### src/cache_pkg.sv
package cache_pkg;

	// sysbus field widths
	localparam int BUS_DATA_WIDTH = 64;
	localparam int BUS_TAG_WIDTH = 13;
	localparam int REQ_READ_BIT = 12; // 1 = read request, 0 = write request

	// line geometry
	localparam int BEATS = 8;
	localparam int LINE_WIDTH = 512;
	localparam int OFFSET_BITS = 6; // byte offset inside one 64-byte line

	typedef logic [LINE_WIDTH-1:0] line_t;

	// controller states
	typedef enum logic [3:0] {
		st_accept,    // idle, waiting for a processor request
		st_ack_req,   // reqack for the address phase
		st_read_val,  // take one write beat from the processor
		st_ack_val,   // reqack for that beat
		st_lookup,    // tag compare on the registered address
		st_wb_req,    // writeback address phase to dram
		st_wb_data,   // writeback data beats
		st_fill_req,  // fill address phase to dram
		st_fill_data, // fill beats coming back
		st_update,    // write the line into the array
		st_respond,   // one read beat on the processor port
		st_resp_wait  // respcyc low between beats
	} cache_state_t;

	// array -> controller
	typedef struct packed {
		logic hit;
		logic hit_way;
		logic victim_way;
		logic victim_valid;
		logic victim_dirty;
		// victim line address above the offset bits (tag and set index)
		logic [BUS_DATA_WIDTH-OFFSET_BITS-1:0] victim_tag;
	} lookup_t;

	// controller -> array
	typedef struct packed {
		logic en;    // write tag, data, valid and dirty of one way
		logic way;
		logic dirty; // dirty value written with en
		logic touch; // mark way as most recently used
	} array_wr_t;

endpackage

### src/line_buffer.sv
`timescale 1ns/100ps

module line_buffer import cache_pkg::*; (
	input  logic clk,
	input  logic reset,
	input  logic load_beat,
	input  logic load_line,
	input  logic clear,
	input  logic step,
	input  logic [BUS_DATA_WIDTH-1:0] beat_in,
	input  line_t line_in,
	output line_t line_out,
	output logic [BUS_DATA_WIDTH-1:0] beat_out,
	output logic beat_last
);

	logic [BEATS-1:0][BUS_DATA_WIDTH-1:0] line_q; // beat 0 in the low bits
	logic [$clog2(BEATS)-1:0] ptr;

	// beat pointer, wraps after beat 7
	always_ff @(posedge clk) begin
		if (reset)
			ptr <= '0;
		else if (clear || load_line)
			ptr <= '0; // a new line always starts at beat 0
		else if (step)
			ptr <= ptr + 1'b1;
	end

	always_ff @(posedge clk) begin
		if (load_line)
			line_q <= line_in;
		else if (load_beat)
			line_q[ptr] <= beat_in;
	end

	assign line_out = line_q;
	assign beat_out = line_q[ptr];
	assign beat_last = (ptr == $clog2(BEATS)'(BEATS-1));

endmodule

### config.mk
export PLATFORM = sky130hd
export DESIGN_NAME = line_buffer
export DESIGN_NICKNAME = d
export VERILOG_FILES = /design/src/cache_pkg.sv /design/src/line_buffer.sv
export SDC_FILE = /design/constraint.sdc
export NUM_CORES = 1
export LEC_CHECK = 0
export BUFFER_PORTS_ARGS = -buffer_cell sky130_fd_sc_hd__buf_2
export CAP_MARGIN = 20
export CORE_AREA = 2 2 452 454
export CTS_BUF_LIST = sky130_fd_sc_hd__clkbuf_8
export DETAILED_ROUTE_END_ITERATION = 8
export DIE_AREA = 0 0 454 456
export GPL_ROUTABILITY_DRIVEN = 0
export PLACE_DENSITY = 0.3
export SYNTH_ARGS = -nofsm -noshare
export SYNTH_HDL_FRONTEND = slang
export SYNTH_SLANG_ARGS = --single-unit
### constraint.sdc
create_clock -name clk -period 5.95 [get_ports clk]
set_input_delay 0.8925 -clock clk [delete_from_list [all_inputs] [get_ports clk]]
set_output_delay 0.8925 -clock clk [all_outputs]
set_load 0.02 [all_outputs]
==> run_results.csv <==
group,metric,value,unit
synth,synth-seq-cells,515,
global_routing,grt_max_degree,127,
critical_path,path_cells,"buf_4 -> mux4_2 -> mux2_2 -> buf_2",
cts,clk_path_buf_depth,3,
synth,synth.top_cell.area_share,61.9,%
placement,numPortBuffers,1158,
placement,hpwl,157,mm
global_routing,grt_pass1_wl,256,mm
detailed_routing,route.detailed.drc,0,
timing,fin_skew,0.0251,ns
cells_and_area,syn2layout_area_growth,45.0,%
synth,synthCells,1988,
cts,cts.hold.buffers_added,0,
die,die_w,454,um
die,rows,165,
outcome,status,"completed",
synth,yosysSeqAreaShare,62.1,%
die,io-pin-count,1159,
detailed_routing,dr.pass1.iters,5,
synth,synth-edff-count,512,
die,core_area,0.202,mm2
synth,syn-num-nets,2572,
hold_path,min_from,"line_in[227]",
die,die_h,456,um
cells_and_area,final_util,17.9,%
detailed_routing,wl_per_cell,34.1,um
timing,tightest_slew,1.01,ns
cells_and_area,drive_gt1_share,47.8,%
synth,avgSynthCellArea,12.5,um2
critical_path,worstReg2RegStart,"ptr[0]",
critical_path,worst-setup-path-type,"flip-flop to output pin",
synth,yosysTopAreaCell,"edfxtp_1",
timing,relSlewSlack,32.5,%
cts,cts_inserted_buffers,108,
timing,fmax,0.225,GHz
timing,period_share,74.9,%
die,start_util,12.3,%
detailed_routing,drt-total-wl,203,mm
global_routing,antenna_found_initial,66,
global_routing,grt_pass1_vias,24100,
timing,finalSetupViolations,0,
timing,rsz0062_at_grt,"no",
cts,post_cts_buffers,0,
global_routing,grt_use_total,18.8,%
die,die_area,0.207,mm2
cts,cts_root_buffer,"clkbuf_8",
power_and_ir_drop,leakagePower,14.5,nW
synth,synth_area,0.0248,mm2
cts,cts_resized,0,
synth,synth.distinct_cells,25,
critical_path,crit_path_end_kind,"output pin",
critical_path,crit_path_end,"beat_out[50]",
detailed_routing,vias,23600,
cts,tritoncts,"done",
timing,maxSlewViolCount,0,
synth,yosys_warnings,0,
critical_path,cp_max_fo,37,
cts,insertion_delay,0.84,ns
detailed_routing,drt_iter0_markers,2218,
power_and_ir_drop,power_density,281,mW/mm2
synth,ys.flop_type,"edfxtp_1",
synth,yosys-top-cells-area,"edfxtp_1 (62%), mux4_2 (11%), o21ai_0 (10%)",
critical_path,crit_arrival,3.56,ns
detailed_routing,ant_nets,0,
critical_path,cp-start-kind,"flip-flop",
detailed_routing,avgViaCountPerCell,3.97,
synth,synthArstFlopShare,0,%
critical_path,slowest_delay,0.81,ns
critical_path,cp_slowest_cell,"dfxtp_4",
timing,fin_tns_setup,0,ns
global_routing,grt_remaining_overflow,0,
cells_and_area,layout.cells.non_filler,5938,
hold_path,hold_path.class,"input pin to flip-flop",
critical_path,r2r.worst_path.cells,5,
cts,clock_sinks,515,
critical_path,cp_data_required_time,5.06,ns
timing,fin_crit,4.45,ns
critical_path,timing.rr.end,"line_out[431]",
critical_path,r2r_setup_slack,2.36,ns
cts,path_clk_slew,0.06,ns
cells_and_area,final_nets,3732,
job,cap_violations,0,
placement,dp.cells,5710,
critical_path,startpoint,"ptr[0]",
timing,hold_viol_final,0,
cts,htreeDepth,3,
power_and_ir_drop,ir_worst_vdd,160,uV
registers in the layout (all words and copies together), names as in the netlist:
register / flops
line_out: 512
ptr: 3
kinds of logic after synthesis:
family | after synthesis | synth area share (%)
buf+inv | 160 | 2.90
fa+ha+maj | 2 | 0.101
xor+xnor | 1 | 0.0353
simple gates | 593 | 9.70
compound gates | 523 | 10.6
mux | 194 | 14.5
flops | 515 | 62.1
worst min-delay path by stage:
stage | cells after the start | end | slack (ns)
finish | 3 | line_out[227] | 0.31
floorplan | 3 | ptr[1] | 0.59
CTS | 3 | line_out[171] | 0.14
global placement | 3 | ptr[1] | 1.14
detailed placement | 3 | ptr[1] | 1.14
global route | 3 | line_out[183] | 0.20
final cells by class:
| cell class | instances | area, um2 |
|---|---|---|
| multi-input cells | 1313 | 8830 |
| clock buffers | 108 | 1490 |
| well taps | 2672 | 3340 |
| repair buffers | 1209 | 6280 |
| fillers | 22700 | 166000 |
| flip-flops and latches | 515 | 15400 |
| diodes | 28 | 70.1 |
| inverters | 1 | 3.75 |
| clock inverters | 92 | 572 |
routing by layer:
metal / wire length (um) / track usage [%] / vias up
met5: 49 / 0 / -
met4: 5170 / 5.28 / 8
met3: 17100 / 5.80 / 254
met2: 101000 / 32.5 / 1166
met1: 79100 / 22.3 / 12400
li1: - / - / 9772
critical path, delay by kind of cell, from the launching register on:
family / cells / cell delay [ns]
flip-flops: 1 / 0.81
multiplexers: 2 / 0.92
buffers and inverters: 2 / 0.89
per-stage QoR:
step                total power, mW  area (um2)  setup slack [ns]  hold WS (ns)
floorplan                      5.24       24800              1.25         0.587
global placement               6.33       33900              2.26          1.14
detailed placement             6.32       33900              2.23          1.14
CTS                            10.3       36000              1.27         0.145
global route                   10.5       36000              1.20         0.203
finish                         10.1       36000              1.50         0.307
cell usage after synthesis, drive strengths merged (2+ instances only):
master,number
mux4,126
o21bai,8
nor2b,2
nor2,5
o21ai,513
buf,31
edfxtp,512
dfxtp,3
nand2b,65
nand2,516
clkbuf,128
mux2i,2
ha,2
mux2,66
or3,2
power by group:
group	internal (mW)	leakage (nW)	switching, mW
clock	1.96	1.17	1.92
combinational	0.549	8.07	1.13
sequential	4.27	5.28	0.273
total	6.78	14.5	3.32
cell usage in the layout, fill, tap and decap left out, drive strengths merged, types with 2 or more instances in the layout:
cell	instances
buf	1209
nand2	516
o21ai	513
edfxtp	512
mux4	126
clkbuf	108
mux2	66
nand2b	65
clkinv	43
inv	42
diode	28
o21bai	8
bufinv	6
nor2	5
dfxtp	3
nor2b	2
mux2i	2
ha	2
clkinvlp	2
or3	2
(Power assumes the default switching activity.)
