==> src/cache_pkg.sv <==
package cache_pkg;

	// sysbus field widths
	localparam int BUS_DATA_WIDTH = 64;
	localparam int BUS_TAG_WIDTH = 13;
	localparam int REQ_READ_BIT = 12; // 1 = read request, 0 = write request

	// line geometry
	localparam int BEATS = 8;
	localparam int LINE_WIDTH = 512;
	localparam int OFFSET_BITS = 6; // byte offset inside one 64-byte line

	typedef logic [LINE_WIDTH-1:0] line_t;

	// controller states
	typedef enum logic [3:0] {
		st_accept,    // idle, waiting for a processor request
		st_ack_req,   // reqack for the address phase
		st_read_val,  // take one write beat from the processor
		st_ack_val,   // reqack for that beat
		st_lookup,    // tag compare on the registered address
		st_wb_req,    // writeback address phase to dram
		st_wb_data,   // writeback data beats
		st_fill_req,  // fill address phase to dram
		st_fill_data, // fill beats coming back
		st_update,    // write the line into the array
		st_respond,   // one read beat on the processor port
		st_resp_wait  // respcyc low between beats
	} cache_state_t;

	// array -> controller
	typedef struct packed {
		logic hit;
		logic hit_way;
		logic victim_way;
		logic victim_valid;
		logic victim_dirty;
		// victim line address above the offset bits (tag and set index)
		logic [BUS_DATA_WIDTH-OFFSET_BITS-1:0] victim_tag;
	} lookup_t;

	// controller -> array
	typedef struct packed {
		logic en;    // write tag, data, valid and dirty of one way
		logic way;
		logic dirty; // dirty value written with en
		logic touch; // mark way as most recently used
	} array_wr_t;

endpackage

==> src/cache_ctrl.sv <==
`timescale 1ns/100ps

module cache_ctrl import cache_pkg::*; (
	input  logic clk,
	input  logic reset,
	input  logic p_bus_reqcyc,
	input  logic p_bus_respack,
	input  logic m_bus_reqack,
	input  logic m_bus_respcyc,
	input  logic [BUS_DATA_WIDTH-1:0] p_bus_req,
	input  logic [BUS_TAG_WIDTH-1:0] p_bus_reqtag,
	output logic p_bus_reqack,
	output logic p_bus_respcyc,
	output logic m_bus_reqcyc,
	output logic m_bus_respack,
	output logic [BUS_TAG_WIDTH-1:0] p_bus_resptag,
	output logic [BUS_TAG_WIDTH-1:0] m_bus_reqtag,
	output logic [BUS_DATA_WIDTH-1:0] m_bus_req,
	output logic [BUS_DATA_WIDTH-1:0] req_addr,
	input  lookup_t lookup,
	output array_wr_t arr_wr,
	output logic buf_load_beat,
	output logic buf_load_line,
	output logic buf_clear,
	output logic buf_step,
	input  logic [BUS_DATA_WIDTH-1:0] beat,
	input  logic beat_last
);

	cache_state_t state;
	cache_state_t next_state;
	logic [BUS_TAG_WIDTH-1:0] req_tag;
	logic [BUS_DATA_WIDTH-OFFSET_BITS-1:0] wb_line; // victim line address, kept for writeback
	logic way_q;    // way picked in lookup, used by update
	logic is_read;
	logic need_wb;

	assign is_read = req_tag[REQ_READ_BIT];
	assign need_wb = lookup.victim_valid && lookup.victim_dirty;
	assign p_bus_resptag = req_tag;

	always_ff @(posedge clk) begin
		if (reset)
			state <= st_accept;
		else
			state <= next_state;
	end

	always_ff @(posedge clk) begin
		if (state == st_accept && p_bus_reqcyc) begin
			req_addr <= p_bus_req;
			req_tag <= p_bus_reqtag;
		end
		if (state == st_lookup) begin
			way_q <= lookup.hit ? lookup.hit_way : lookup.victim_way;
			wb_line <= lookup.victim_tag; // array contents may change before the writeback
		end
	end

	// dram address phase carries the line address, data phase the buffered beat
	always_comb begin
		m_bus_reqtag = req_tag;
		m_bus_reqtag[REQ_READ_BIT] = !(state == st_wb_req || state == st_wb_data);
		if (state == st_wb_data)
			m_bus_req = beat;
		else if (state == st_wb_req)
			m_bus_req = {wb_line, {OFFSET_BITS{1'b0}}};
		else
			m_bus_req = {req_addr[BUS_DATA_WIDTH-1:OFFSET_BITS], {OFFSET_BITS{1'b0}}};
	end

	always_comb begin
		next_state = state;
		p_bus_reqack = 1'b0;
		p_bus_respcyc = 1'b0;
		m_bus_reqcyc = 1'b0;
		m_bus_respack = 1'b0;
		buf_load_beat = 1'b0;
		buf_load_line = 1'b0;
		buf_clear = 1'b0;
		buf_step = 1'b0;
		arr_wr = '0;
		case (state)
			st_accept: begin
				if (p_bus_reqcyc)
					next_state = st_ack_req;
			end
			st_ack_req: begin
				p_bus_reqack = 1'b1;
				buf_clear = 1'b1; // beat pointer back to 0
				next_state = is_read ? st_lookup : st_read_val;
			end
			st_read_val: begin
				if (p_bus_reqcyc) begin
					buf_load_beat = 1'b1;
					next_state = st_ack_val;
				end
			end
			st_ack_val: begin
				p_bus_reqack = 1'b1;
				buf_step = 1'b1;
				next_state = beat_last ? st_lookup : st_read_val;
			end
			st_lookup: begin
				if (lookup.hit && is_read) begin
					buf_load_line = 1'b1;
					arr_wr.way = lookup.hit_way;
					arr_wr.touch = 1'b1;
					next_state = st_respond; // respcyc 2 cycles after reqack
				end else if (lookup.hit) begin
					next_state = st_update;
				end else if (need_wb) begin
					// victim line moves into the buffer
					buf_load_line = 1'b1;
					if (!is_read) begin
						// same edge: write data goes into the victim way (swap)
						arr_wr.en = 1'b1;
						arr_wr.way = lookup.victim_way;
						arr_wr.dirty = 1'b1;
						arr_wr.touch = 1'b1;
					end
					next_state = st_wb_req;
				end else begin
					next_state = is_read ? st_fill_req : st_update;
				end
			end
			st_wb_req: begin
				m_bus_reqcyc = 1'b1;
				if (m_bus_reqack)
					next_state = st_wb_data;
			end
			st_wb_data: begin
				m_bus_reqcyc = 1'b1;
				if (m_bus_reqack) begin
					buf_step = 1'b1;
					if (beat_last)
						next_state = is_read ? st_fill_req : st_accept;
				end
			end
			st_fill_req: begin
				m_bus_reqcyc = 1'b1;
				if (m_bus_reqack)
					next_state = st_fill_data;
			end
			st_fill_data: begin
				if (m_bus_respcyc) begin
					m_bus_respack = 1'b1; // taken this cycle
					buf_load_beat = 1'b1;
					buf_step = 1'b1;
					if (beat_last)
						next_state = st_update;
				end
			end
			st_update: begin
				arr_wr.en = 1'b1;
				arr_wr.way = way_q;
				arr_wr.dirty = !is_read;
				arr_wr.touch = 1'b1;
				next_state = is_read ? st_respond : st_accept;
			end
			st_respond: begin
				p_bus_respcyc = 1'b1; // held until respack
				if (p_bus_respack) begin
					buf_step = 1'b1;
					next_state = beat_last ? st_accept : st_resp_wait;
				end
			end
			st_resp_wait: next_state = st_respond;
			default: next_state = st_accept;
		endcase
	end

endmodule

==> config.mk <==
export PLATFORM = sky130hd
export DESIGN_NAME = cache_ctrl
export DESIGN_NICKNAME = d
export VERILOG_FILES = /design/src/cache_pkg.sv /design/src/cache_ctrl.sv
export SDC_FILE = /design/constraint.sdc
export NUM_CORES = 1
export LEC_CHECK = 0
export ABC_AREA = 1
export BUFFER_PORTS_ARGS = -buffer_cell sky130_fd_sc_hd__clkbuf_2
export CAP_MARGIN = 5
export CORE_AREA = 4 4 146 148
export CTS_CLUSTER_SIZE = 14
export DETAILED_ROUTE_END_ITERATION = 10
export DIE_AREA = 0 0 150 152
export HOLD_SLACK_MARGIN = 0.06
export PLACE_DENSITY_LB_ADDON = 0.05
export RECOVER_POWER = 25
export SYNTH_ARGS = -nofsm -noshare
export SYNTH_HDL_FRONTEND = slang
export SYNTH_SLANG_ARGS = --single-unit
==> constraint.sdc <==
create_clock -name clk -period 17.4 [get_ports clk]
set_input_delay 0.87 -clock clk [delete_from_list [all_inputs] [get_ports clk]]
set_output_delay 0.87 -clock clk [all_outputs]
set_load 0.02 [all_outputs]
==> reports/metrics.yaml, run 1 <==
cp-end-kind: "output port"
hold_buffers: 0
synth_area_um2: 5980
min_period_ns: 4.11
grt_use_total_pct: 17.2
postSynthAreaPerCell_um2: 11.2
crit_path_cell_trace: "nand2_1 -> inv_2 -> nand2_4 -> inv_2 -> nand2_1 -> a31oi_1 -> clkbuf_2"
clockBufferDepth: 2
insertion_delay_ns: 0.42
numCtsBuffers: 17
grt_first_pass_wirelength_um: 30100
p_per_area_nw_per_um2: 153
hold-worst-slack_ns: 0.544
status: "finished clean"
cpPeakStageDelay_ns: 0.94
rows: 52
portBuffers: 376
wl_per_cell_um: 17.0
ys_seq_area_share_pct: 69.7
die_area_um2: 22800
grt-ovfl-total: 0
chipWidth_um: 150
path_max_fanout: 61
p_leak_nw: 4.02
cts_resized: 0
drive_gt1_share_pct: 46.5
cts_root_buf: "clkbuf_16"
synth.top_cell.area_share_pct: 68.3
post_cts_buffers: 0
cap_violations: 0
synthesis.nets: 743
yosysTopAreaCell: "edfxtp_1"
skew_ns: 0.0120
clk_pin_slew_ns: 0.06
cp-start-kind: "flop"
cpLargestDelayFamily: "buffers and inverters"
cp_slowest_cell: "inv_2"
syn_to_final_growth_pct: 43.7
gp_congestion: 0.835
fin_crit_sh_pct: 23.6
cp_num_buf_inv: 3
drt-initial-drc-count: 237
max_slew_margin_pct: 26.5
final_nets: 1103
numClockSinks: 140
finalWirelength_um: 20000
core_region_area_um2: 20000
power_mw: 1.32
rsz0062_at_grt: "no"
ant_nets: 0
worstMarginPinSlew_ns: 1.10
yosys_warnings: 0
diodes: 0
grt_pass1_vias: 5453
cts_tree: "done"
final-setup-viol-count: 0
drtPass1Iterations: 4
vdd_ir_drop_max_mv: 0.0694
netlist_instances: 532
max_freq_mhz: 243
crit_type: "flop to output port"
synthTopCellsByArea: "edfxtp_1, nand2_1, a31oi_1, nor2_1, buf_6"
grt_max_degree: 78
htreeDepth: 4
initial_core_util_pct: 29.8
dpl.hpwl_um: 15200
vias: 5281
ys_ff_latch: 140
synth_cell_types: 22
fin_area_um2: 8590
setup_tns_ns: 0
ios: 377
die_h_um: 152
slew_viol_final: 0
finalHoldViolCount: 0
dpl.cell_count: 1143
fin_cells: 1175
cp.required_ns: 16.53
drc_errors: 0
antenna_found_initial: 2
via_per_inst: 4.49
hold_path.class: "flop to flop"
placed_cell_area_um2: 7980
timing.critical_path.arrival_ns: 3.24
worst min-delay path, cell delays in order, from the launching register on:
cell,delay (ns)
dfxtp_1,0.36
nand2_1,0.08
a21oi_1,0.06
power by group:
part	total, mW	leakage, nW	internal [mW]	switching, mW
clock network	0.372	0.291	0.218	0.154
logic	0.432	2.43	0.128	0.305
registers	0.512	1.30	0.472	0.0405
path summary, 6_finish.rpt:
check                 from             to  slack [ns]  depth (start not counted)
setup / recovery  state[2]  m_bus_req[12]       13.29                          7
hold / removal    state[3]       state[3]        0.54                          2
setup reg to reg  state[0]   req_addr[32]       15.27                          4
hold reg to reg   state[3]       state[3]        0.54                          2
area by class of cell:
cell class / instances / area [um2]
Fill cell: 2031 / 11500
Sequential cell: 140 / 4160
Timing Repair Buffer: 379 / 1900
Multi-Input combinational cell: 328 / 1480
Clock buffer: 18 / 429
Tap cell: 270 / 338
Clock inverter: 14 / 178
Inverter: 26 / 97.6
state kept, by name, indices dropped and copies added, names as in the netlist:
| name | count |
|---|---|
| way_q | 1 |
| state | 4 |
| p_bus_resptag | 13 |
| wb_line | 58 |
| req_addr | 64 |
metal layers:
layer  vias up  routed length (um)  GRT usage (%)
met5         -                  20              0
met4         4                 437           5.45
met3        29                1890           6.46
met2       263               10500           31.2
met1      2416                7150           18.4
li1       2569                   -              -
placed cells by master, fill, tap and decap left out:
master,count
o21bai_1,1
a31oi_1,58
a21oi_1,6
clkbuf_1,1
buf_4,3
nor2_1,78
clkbuf_16,17
nor2_2,1
nand3_1,12
clkinvlp_4,2
clkinv_8,1
o2111ai_2,1
bufinv_16,2
clkbuf_2,376
nor2_4,2
nor4_2,1
nand2_4,2
o211ai_1,2
dfxtp_1,4
clkinv_4,1
inv_2,3
nand2_1,155
o21ai_0,8
inv_1,23
edfxtp_1,136
a31o_2,1
inv_8,3
inv_6,5
stage by stage:
stage / util [%] / worst slack, ns
5_1_grt: 42.9 / 12.99
3_5_place_dp: 39.8 / 13.57
6_report: 42.9 / 13.29
4_1_cts: 42.9 / 13.11
2_1_floorplan: - / 8.53
3_3_place_gp: 39.8 / 13.67
kinds of logic (layout without fill, tap and decap cells):
kind of cell	count (synthesis)	in the layout	synth area share, %
compound gates	77	77	8.02
simple gates	251	251	16.3
flops	140	140	69.7
buf+inv	64	437	5.97
cells in the mapped netlist:
cell type / n
o2111ai_2: 1
buf_6: 9
edfxtp_1: 136
buf_4: 12
a31o_2: 1
nor4_1: 1
o211ai_1: 2
nand3_1: 12
nand2_1: 156
inv_1: 23
dfxtp_1: 4
nand2_4: 1
a31oi_1: 58
a21oi_1: 6
clkbuf_1: 14
nor2_2: 1
o21ai_0: 8
nor2_4: 1
nor2_1: 79
inv_2: 3
o21bai_1: 1
buf_2: 3
(Power assumes the default switching activity.)
==> run 2, diff against run 1 <==
- CORE_AREA: 4 4 146 148 -> 4 4 145 147
- DIE_AREA: 0 0 150 152 -> 0 0 149 151
- clock period: 17.4 -> 3.6 ns (I/O delays scaled with it)
==> run 2 against run 1 <==
  * Sequential cell count did not move
  * Critical path depth rose by 1
  * Core utilization rose by 7.1 points
  * Total power rose to 4.9 times the previous value
  * Wire length rose by 5.8%
  * Clock skew fell by 0.0022 ns
  * Sequential share of layout area fell by 6.6 points
==> reports/metrics.yaml, run 2 (synthesized netlist as in run 1, its figures left out) <==
max_slew_margin_pct: 47.9  # +21 points
clockBufferDepth: 2  # unchanged
fin_crit_sh_pct: 82.3
portBuffers: 376  # unchanged
min_period_ns: 2.96
postLayoutCoreUtil_pct: 49.9  # +7.1 points
cp.required_ns: 3.42  # -13.11 ns
fin_cells: 1313  # +12%
final-setup-viol-count: 0  # unchanged
cp-end-kind: "output port"
finalHoldViolCount: 0  # unchanged
cts_resized: 0  # unchanged
path_max_fanout: 58  # -4.9%
largest_register_ffs: 64  # unchanged
p_leak_nw: 4.57  # +14%
numClockSinks: 140  # unchanged
ios: 377  # unchanged
vdd_ir_drop_max_mv: 0.315  # +350%
clk_pin_slew_ns: 0.06  # about the same
cts_tree: "done"
setup_tns_ns: 0  # unchanged
drive_gt1_share_pct: 40.3  # -6.3 points
crit_path_cell_trace: "nand2_1 -> inv_2 -> nand2_4 -> inv_2 -> buf_4 -> nand2_1 -> a31oi_1 -> clkbuf_2"
drt-initial-drc-count: 170  # -28%
max_freq_mhz: 337
post_cts_buffers: 0  # unchanged
final_nets: 1242  # +13%
placed_cell_area_um2: 8030  # +0.55%
grt_max_degree: 65  # -17%
grt_use_total_pct: 18.2  # +0.98 points
mostFrequentLayoutCells: "clkbuf_2, nand2_1, dlygate4sd3_1, edfxtp_1, nor2_1"
insertion_delay_ns: 0.42  # about the same
cap_violations: 0  # unchanged
ant_nets: 0  # unchanged
finalWirelength_um: 21100  # +5.8%
fin_area_um2: 9940  # +16%
drtPass1Iterations: 6  # +2
grt_pass1_vias: 6151  # +13%
gp_congestion: 0.907  # +8.6%
drc_errors: 0  # unchanged
grt_first_pass_wirelength_um: 31500  # +4.7%
cpLargestDelayFamily: "buffers and inverters"
status: "finished clean"
critPathLaunch: "state[2]"
dpl.cell_count: 1146  # +0.26%
skew_ns: 0.00975  # -0.00223 ns
crit_cells: 8  # +1
chipWidth_um: 149  # -0.67%
antenna_found_initial: 0  # -2
diodes: 0  # unchanged
dpl.hpwl_um: 15200  # +0.11%
power_mw: 6.40  # +390%
hold_path.class: "input port to flop"
reg2reg_depth: 8  # +4
r2r_end: "state[2]"
r2r-start: "state[3]"
numCtsBuffers: 17  # unchanged
slew_viol_final: 0  # unchanged
htreeDepth: 4  # unchanged
timing.critical_path.arrival_ns: 2.78  # -0.46 ns
wl_per_cell_um: 16.1  # -5.4%
die_area_um2: 22500  # -1.3%
rsz0062_at_grt: "no"
cts_root_buf: "clkbuf_16"
syn_to_final_growth_pct: 66.4
crit_type: "flop to output port"
vias: 5834  # +10%
via_per_inst: 4.44  # -1.1%
p_per_area_nw_per_um2: 644  # +320%
ff2ff_setup_slack_ns: 1.43  # -13.84 ns
regMostFlops: "req_addr"
cp-start-kind: "flop"
core_region_area_um2: 19900  # -0.65%
initial_core_util_pct: 30.0  # +0.19 points
die_h_um: 151  # -0.66%
cp_num_buf_inv: 4  # +1
rows: 52  # unchanged
cpPeakStageDelay_ns: 0.54  # -0.40 ns
final_common_cell: "clkbuf_2"
endpoint: "m_bus_req[16]"
fillers: 1918  # -5.6%
hold_buffers: 136  # +136
worstMarginPinSlew_ns: 0.781  # -0.322 ns
cp_slowest_cell: "buf_4"
grt-ovfl-total: 0  # unchanged
[run 2: metal layers]
| layer | wire length [um] | vias to the layer above | GRT usage (%) |
|---|---|---|---|
| met4 | 564 | 0 | 6.86 |
| met2 | 11300 | 261 | 34.4 |
| met1 | 7470 | 2692 | 18.3 |
| li1 | - | 2842 | - |
| met5 | 0 | - | 0 |
| met3 | 1740 | 39 | 6.28 |
[run 2: where the power goes]
part,internal [mW],total (mW),switching (mW)
registers,2.28,2.47,0.195
logic,0.725,2.25,1.53
clock network,0.960,1.68,0.716
total,3.96,6.40,2.44
[run 2: layout make-up]
class | count | area [um2] | area share (%)
tap | 270 | 338 | 3.40
multi-input combinational | 328 | 1490 | 14.9
clock buffer | 17 | 425 | 4.28
clock inverter | 14 | 136 | 1.37
timing repair buffer | 518 | 3300 | 33.1
sequential | 140 | 4160 | 41.9
inverter | 26 | 97.6 | 0.982
[run 2: stage by stage]
stage | hold slack [ns] | setup WS [ns]
2_1_floorplan | 0.249 | 0.139
6_report | 0.0896 | 0.637
3_3_place_gp | 0.356 | 1.10
3_5_place_dp | 0.359 | 1.06
5_1_grt | 0.0932 | 0.402
4_1_cts | 0.0675 | 0.597
[run 2: worst register-to-register path, stage by stage (launching register included)]
cell,delay (ns)
dfxtp_1,0.44
inv_1,0.08
nand2_1,0.18
inv_2,0.12
nand2_4,0.33
buf_4,0.44
nand3_1,0.14
o21ai_0,0.23
a21oi_1,0.10
[run 2: worst min path at each step]
stage	end	slack (ns)	start	cells after the start
after global routing	way_q	0.09	lookup[61]	3
final	way_q	0.09	lookup[61]	3
after global placement	req_addr[38]	0.36	p_bus_req[38]	1
after detailed placement	req_addr[22]	0.36	p_bus_req[22]	1
after CTS	way_q	0.07	lookup[61]	3
after floorplan	state[0]	0.25	reset	1
==> run 3, diff against run 2 <==
- CORE_AREA: 4 4 145 147 -> 4 4 146 148
- DIE_AREA: 0 0 149 151 -> 0 0 150 152
- clock period: 3.6 -> 3 ns (I/O delays scaled with it)
==> run 3 against run 2 <==
  * Clock-buffer cell count did not move
  * Non-clock buffer count rose by 4
  * Core utilization rose by 0.21 points
  * Clock power rose by 24%
  * Via count rose by 1.1%
==> reports/metrics.yaml, run 3 (synthesized netlist as in run 1, its figures left out) <==
status: "finished clean"
reg2reg_depth: 8  # unchanged
min_period_ns: 2.61
portBuffers: 376  # unchanged
wl_met3_um: 1560  # -10%
cp.required_ns: 2.85  # -0.57 ns
p_leak_nw: 4.63  # +1.3%
antenna_found_initial: 1  # +1
clk_pin_slew_ns: 0.06  # about the same
vdd_ir_drop_max_mv: 0.405  # +29%
setup_tns_ns: 0  # unchanged
path_max_fanout: 60  # +3.4%
worstMarginPinSlew_ns: 0.676  # -0.106 ns
min_from: "lookup[60]"
cts_tree: "done"
cts_root_buf: "clkbuf_16"
die_area_um2: 22800  # +1.3%
rows: 52  # unchanged
hold_end: "way_q"
insertion_delay_ns: 0.41  # about the same
r2r-start: "state[3]"
max_slew_margin_pct: 54.9  # +7.0 points
hold_buffers: 137  # +0.74%
crit_type: "flop to output port"
drive_gt1_share_pct: 41.0  # +0.76 points
ant_nets: 0  # unchanged
drc_errors: 0  # unchanged
r2r_end: "state[2]"
regMostFlops: "req_addr"
numCtsBuffers: 17  # unchanged
fillers: 1881  # -1.9%
final_common_cell: "clkbuf_2"
core_region_area_um2: 20000  # +0.65%
cts_resized: 0  # unchanged
finalHoldViolCount: 0  # unchanged
largest_register_ffs: 64  # unchanged
final_nets: 1246  # +0.32%
ios: 377  # unchanged
syn_to_final_growth_pct: 68.1
diodes: 0  # unchanged
holdPathStages: 3  # unchanged
htreeDepth: 4  # unchanged
max_freq_mhz: 383
drtPass1Iterations: 4  # -2
fin_crit_sh_pct: 87.1
mostFrequentLayoutCells: "clkbuf_2, nand2_1, dlygate4sd3_1, edfxtp_1, nor2_1"
cp-end-kind: "output port"
numClockSinks: 140  # unchanged
wirelength_met1_um: 7910  # +5.9%
grt_first_pass_wirelength_um: 32500  # +3.3%
clockBufferDepth: 2  # unchanged
cap_violations: 0  # unchanged
hold-worst-slack_ns: 0.124  # +0.0342 ns
dpl.hpwl_um: 15800  # +3.8%
rsz0062_at_grt: "no"
final-setup-viol-count: 0  # unchanged
wl_met2_um: 11300  # -0.44%
skew_ns: 0.00908  # -0.000671 ns
grt-ovfl-total: 0  # unchanged
cp-start-kind: "flop"
ff2ff_setup_slack_ns: 1.01  # -0.42 ns
wl_per_cell_um: 16.1  # +0.29%
timing.critical_path.arrival_ns: 2.46  # -0.32 ns
finalWirelength_um: 21300  # +0.67%
chipWidth_um: 150  # +0.67%
die_h_um: 152  # +0.66%
vias: 5901  # +1.1%
via_per_inst: 4.48  # +0.76%
post_cts_buffers: 0  # unchanged
drt-initial-drc-count: 243  # +43%
hold_path.class: "input port to flop"
grt_max_degree: 71  # +9.2%
slew_viol_final: 0  # unchanged
routed.top_layer: "met5"
grt_pass1_vias: 6343  # +3.1%
p_per_area_nw_per_um2: 777  # +21%
gp_congestion: 0.847  # -6.6%
initial_core_util_pct: 29.8  # -0.19 points
grt_use_total_pct: 18.2  # +0.049 points
run 3: cell types whose count changed in the layout (fill, tap and decap cells not counted), moves of 2 or more:
cell | before | now
clkinv_1 | 0 | 2
dfxtp_1 | 4 | 2
clkinvlp_4 | 5 | 3
clkbuf_1 | 4 | 0
clkbuf_2 | 372 | 376
buf_12 | 1 | 3
inv_4 | 0 | 2
run 3: through the flow:
step / utilization, % / std cells / total power [mW] / setup slack [ns] / cell area (um2)
floorplan: - / 532 / 4.61 / -0.430 / 6010
detailed placement: 40.4 / 1149 / 5.63 / 0.878 / 8090
finish: 50.1 / 1318 / 7.81 / 0.386 / 10000
global placement: 40.4 / 1149 / 5.62 / 0.885 / 8090
CTS: 50.1 / 1318 / 7.91 / 0.418 / 10000
global route: 50.1 / 1318 / 8.23 / 0.175 / 10000
run 3: where the power goes:
group / internal, mW / leakage, nW / switching [mW]
combinational: 0.909 / 3.05 / 1.84
clock: 1.24 / 0.278 / 0.853
sequential: 2.73 / 1.30 / 0.236
run 3: per-layer routing:
| metal | global-route usage, % | vias up |
|---|---|---|
| met5 | 0 | - |
| met4 | 6.32 | 2 |
| met3 | 5.24 | 34 |
| met2 | 33.6 | 273 |
| met1 | 19.7 | 2737 |
| li1 | - | 2855 |
run 3: worst max-delay path by stage:
stage	startpoint	to	slack (ns)	cells past startpoint
after detailed placement	state[3]	m_bus_req[56]	0.88	8
after CTS	state[3]	m_bus_req[56]	0.42	8
final	state[3]	m_bus_req[50]	0.39	8
after floorplan	state[0]	p_bus_resptag[0]	-0.43	3
after global placement	state[3]	m_bus_req[11]	0.88	8
after global routing	state[3]	m_bus_req[50]	0.17	8
run 3: layout make-up:
cell class | count | area (um2) | area share (%)
sequential | 140 | 4170 | 41.5
timing repair buffer | 522 | 3360 | 33.4
multi-input combinational | 328 | 1490 | 14.9
clock buffer | 17 | 425 | 4.23
tap | 270 | 338 | 3.36
clock inverter | 15 | 163 | 1.62
inverter | 26 | 103 | 1.02
run 3: worst max-delay path: stages (launching register included):
cell      delay [ns]
dfxtp_1         0.42
inv_1           0.08
nand2_1         0.17
inv_2           0.12
nand2_4         0.08
buf_4           0.54
nand2_1         0.13
a31oi_1         0.27
clkbuf_2        0.22
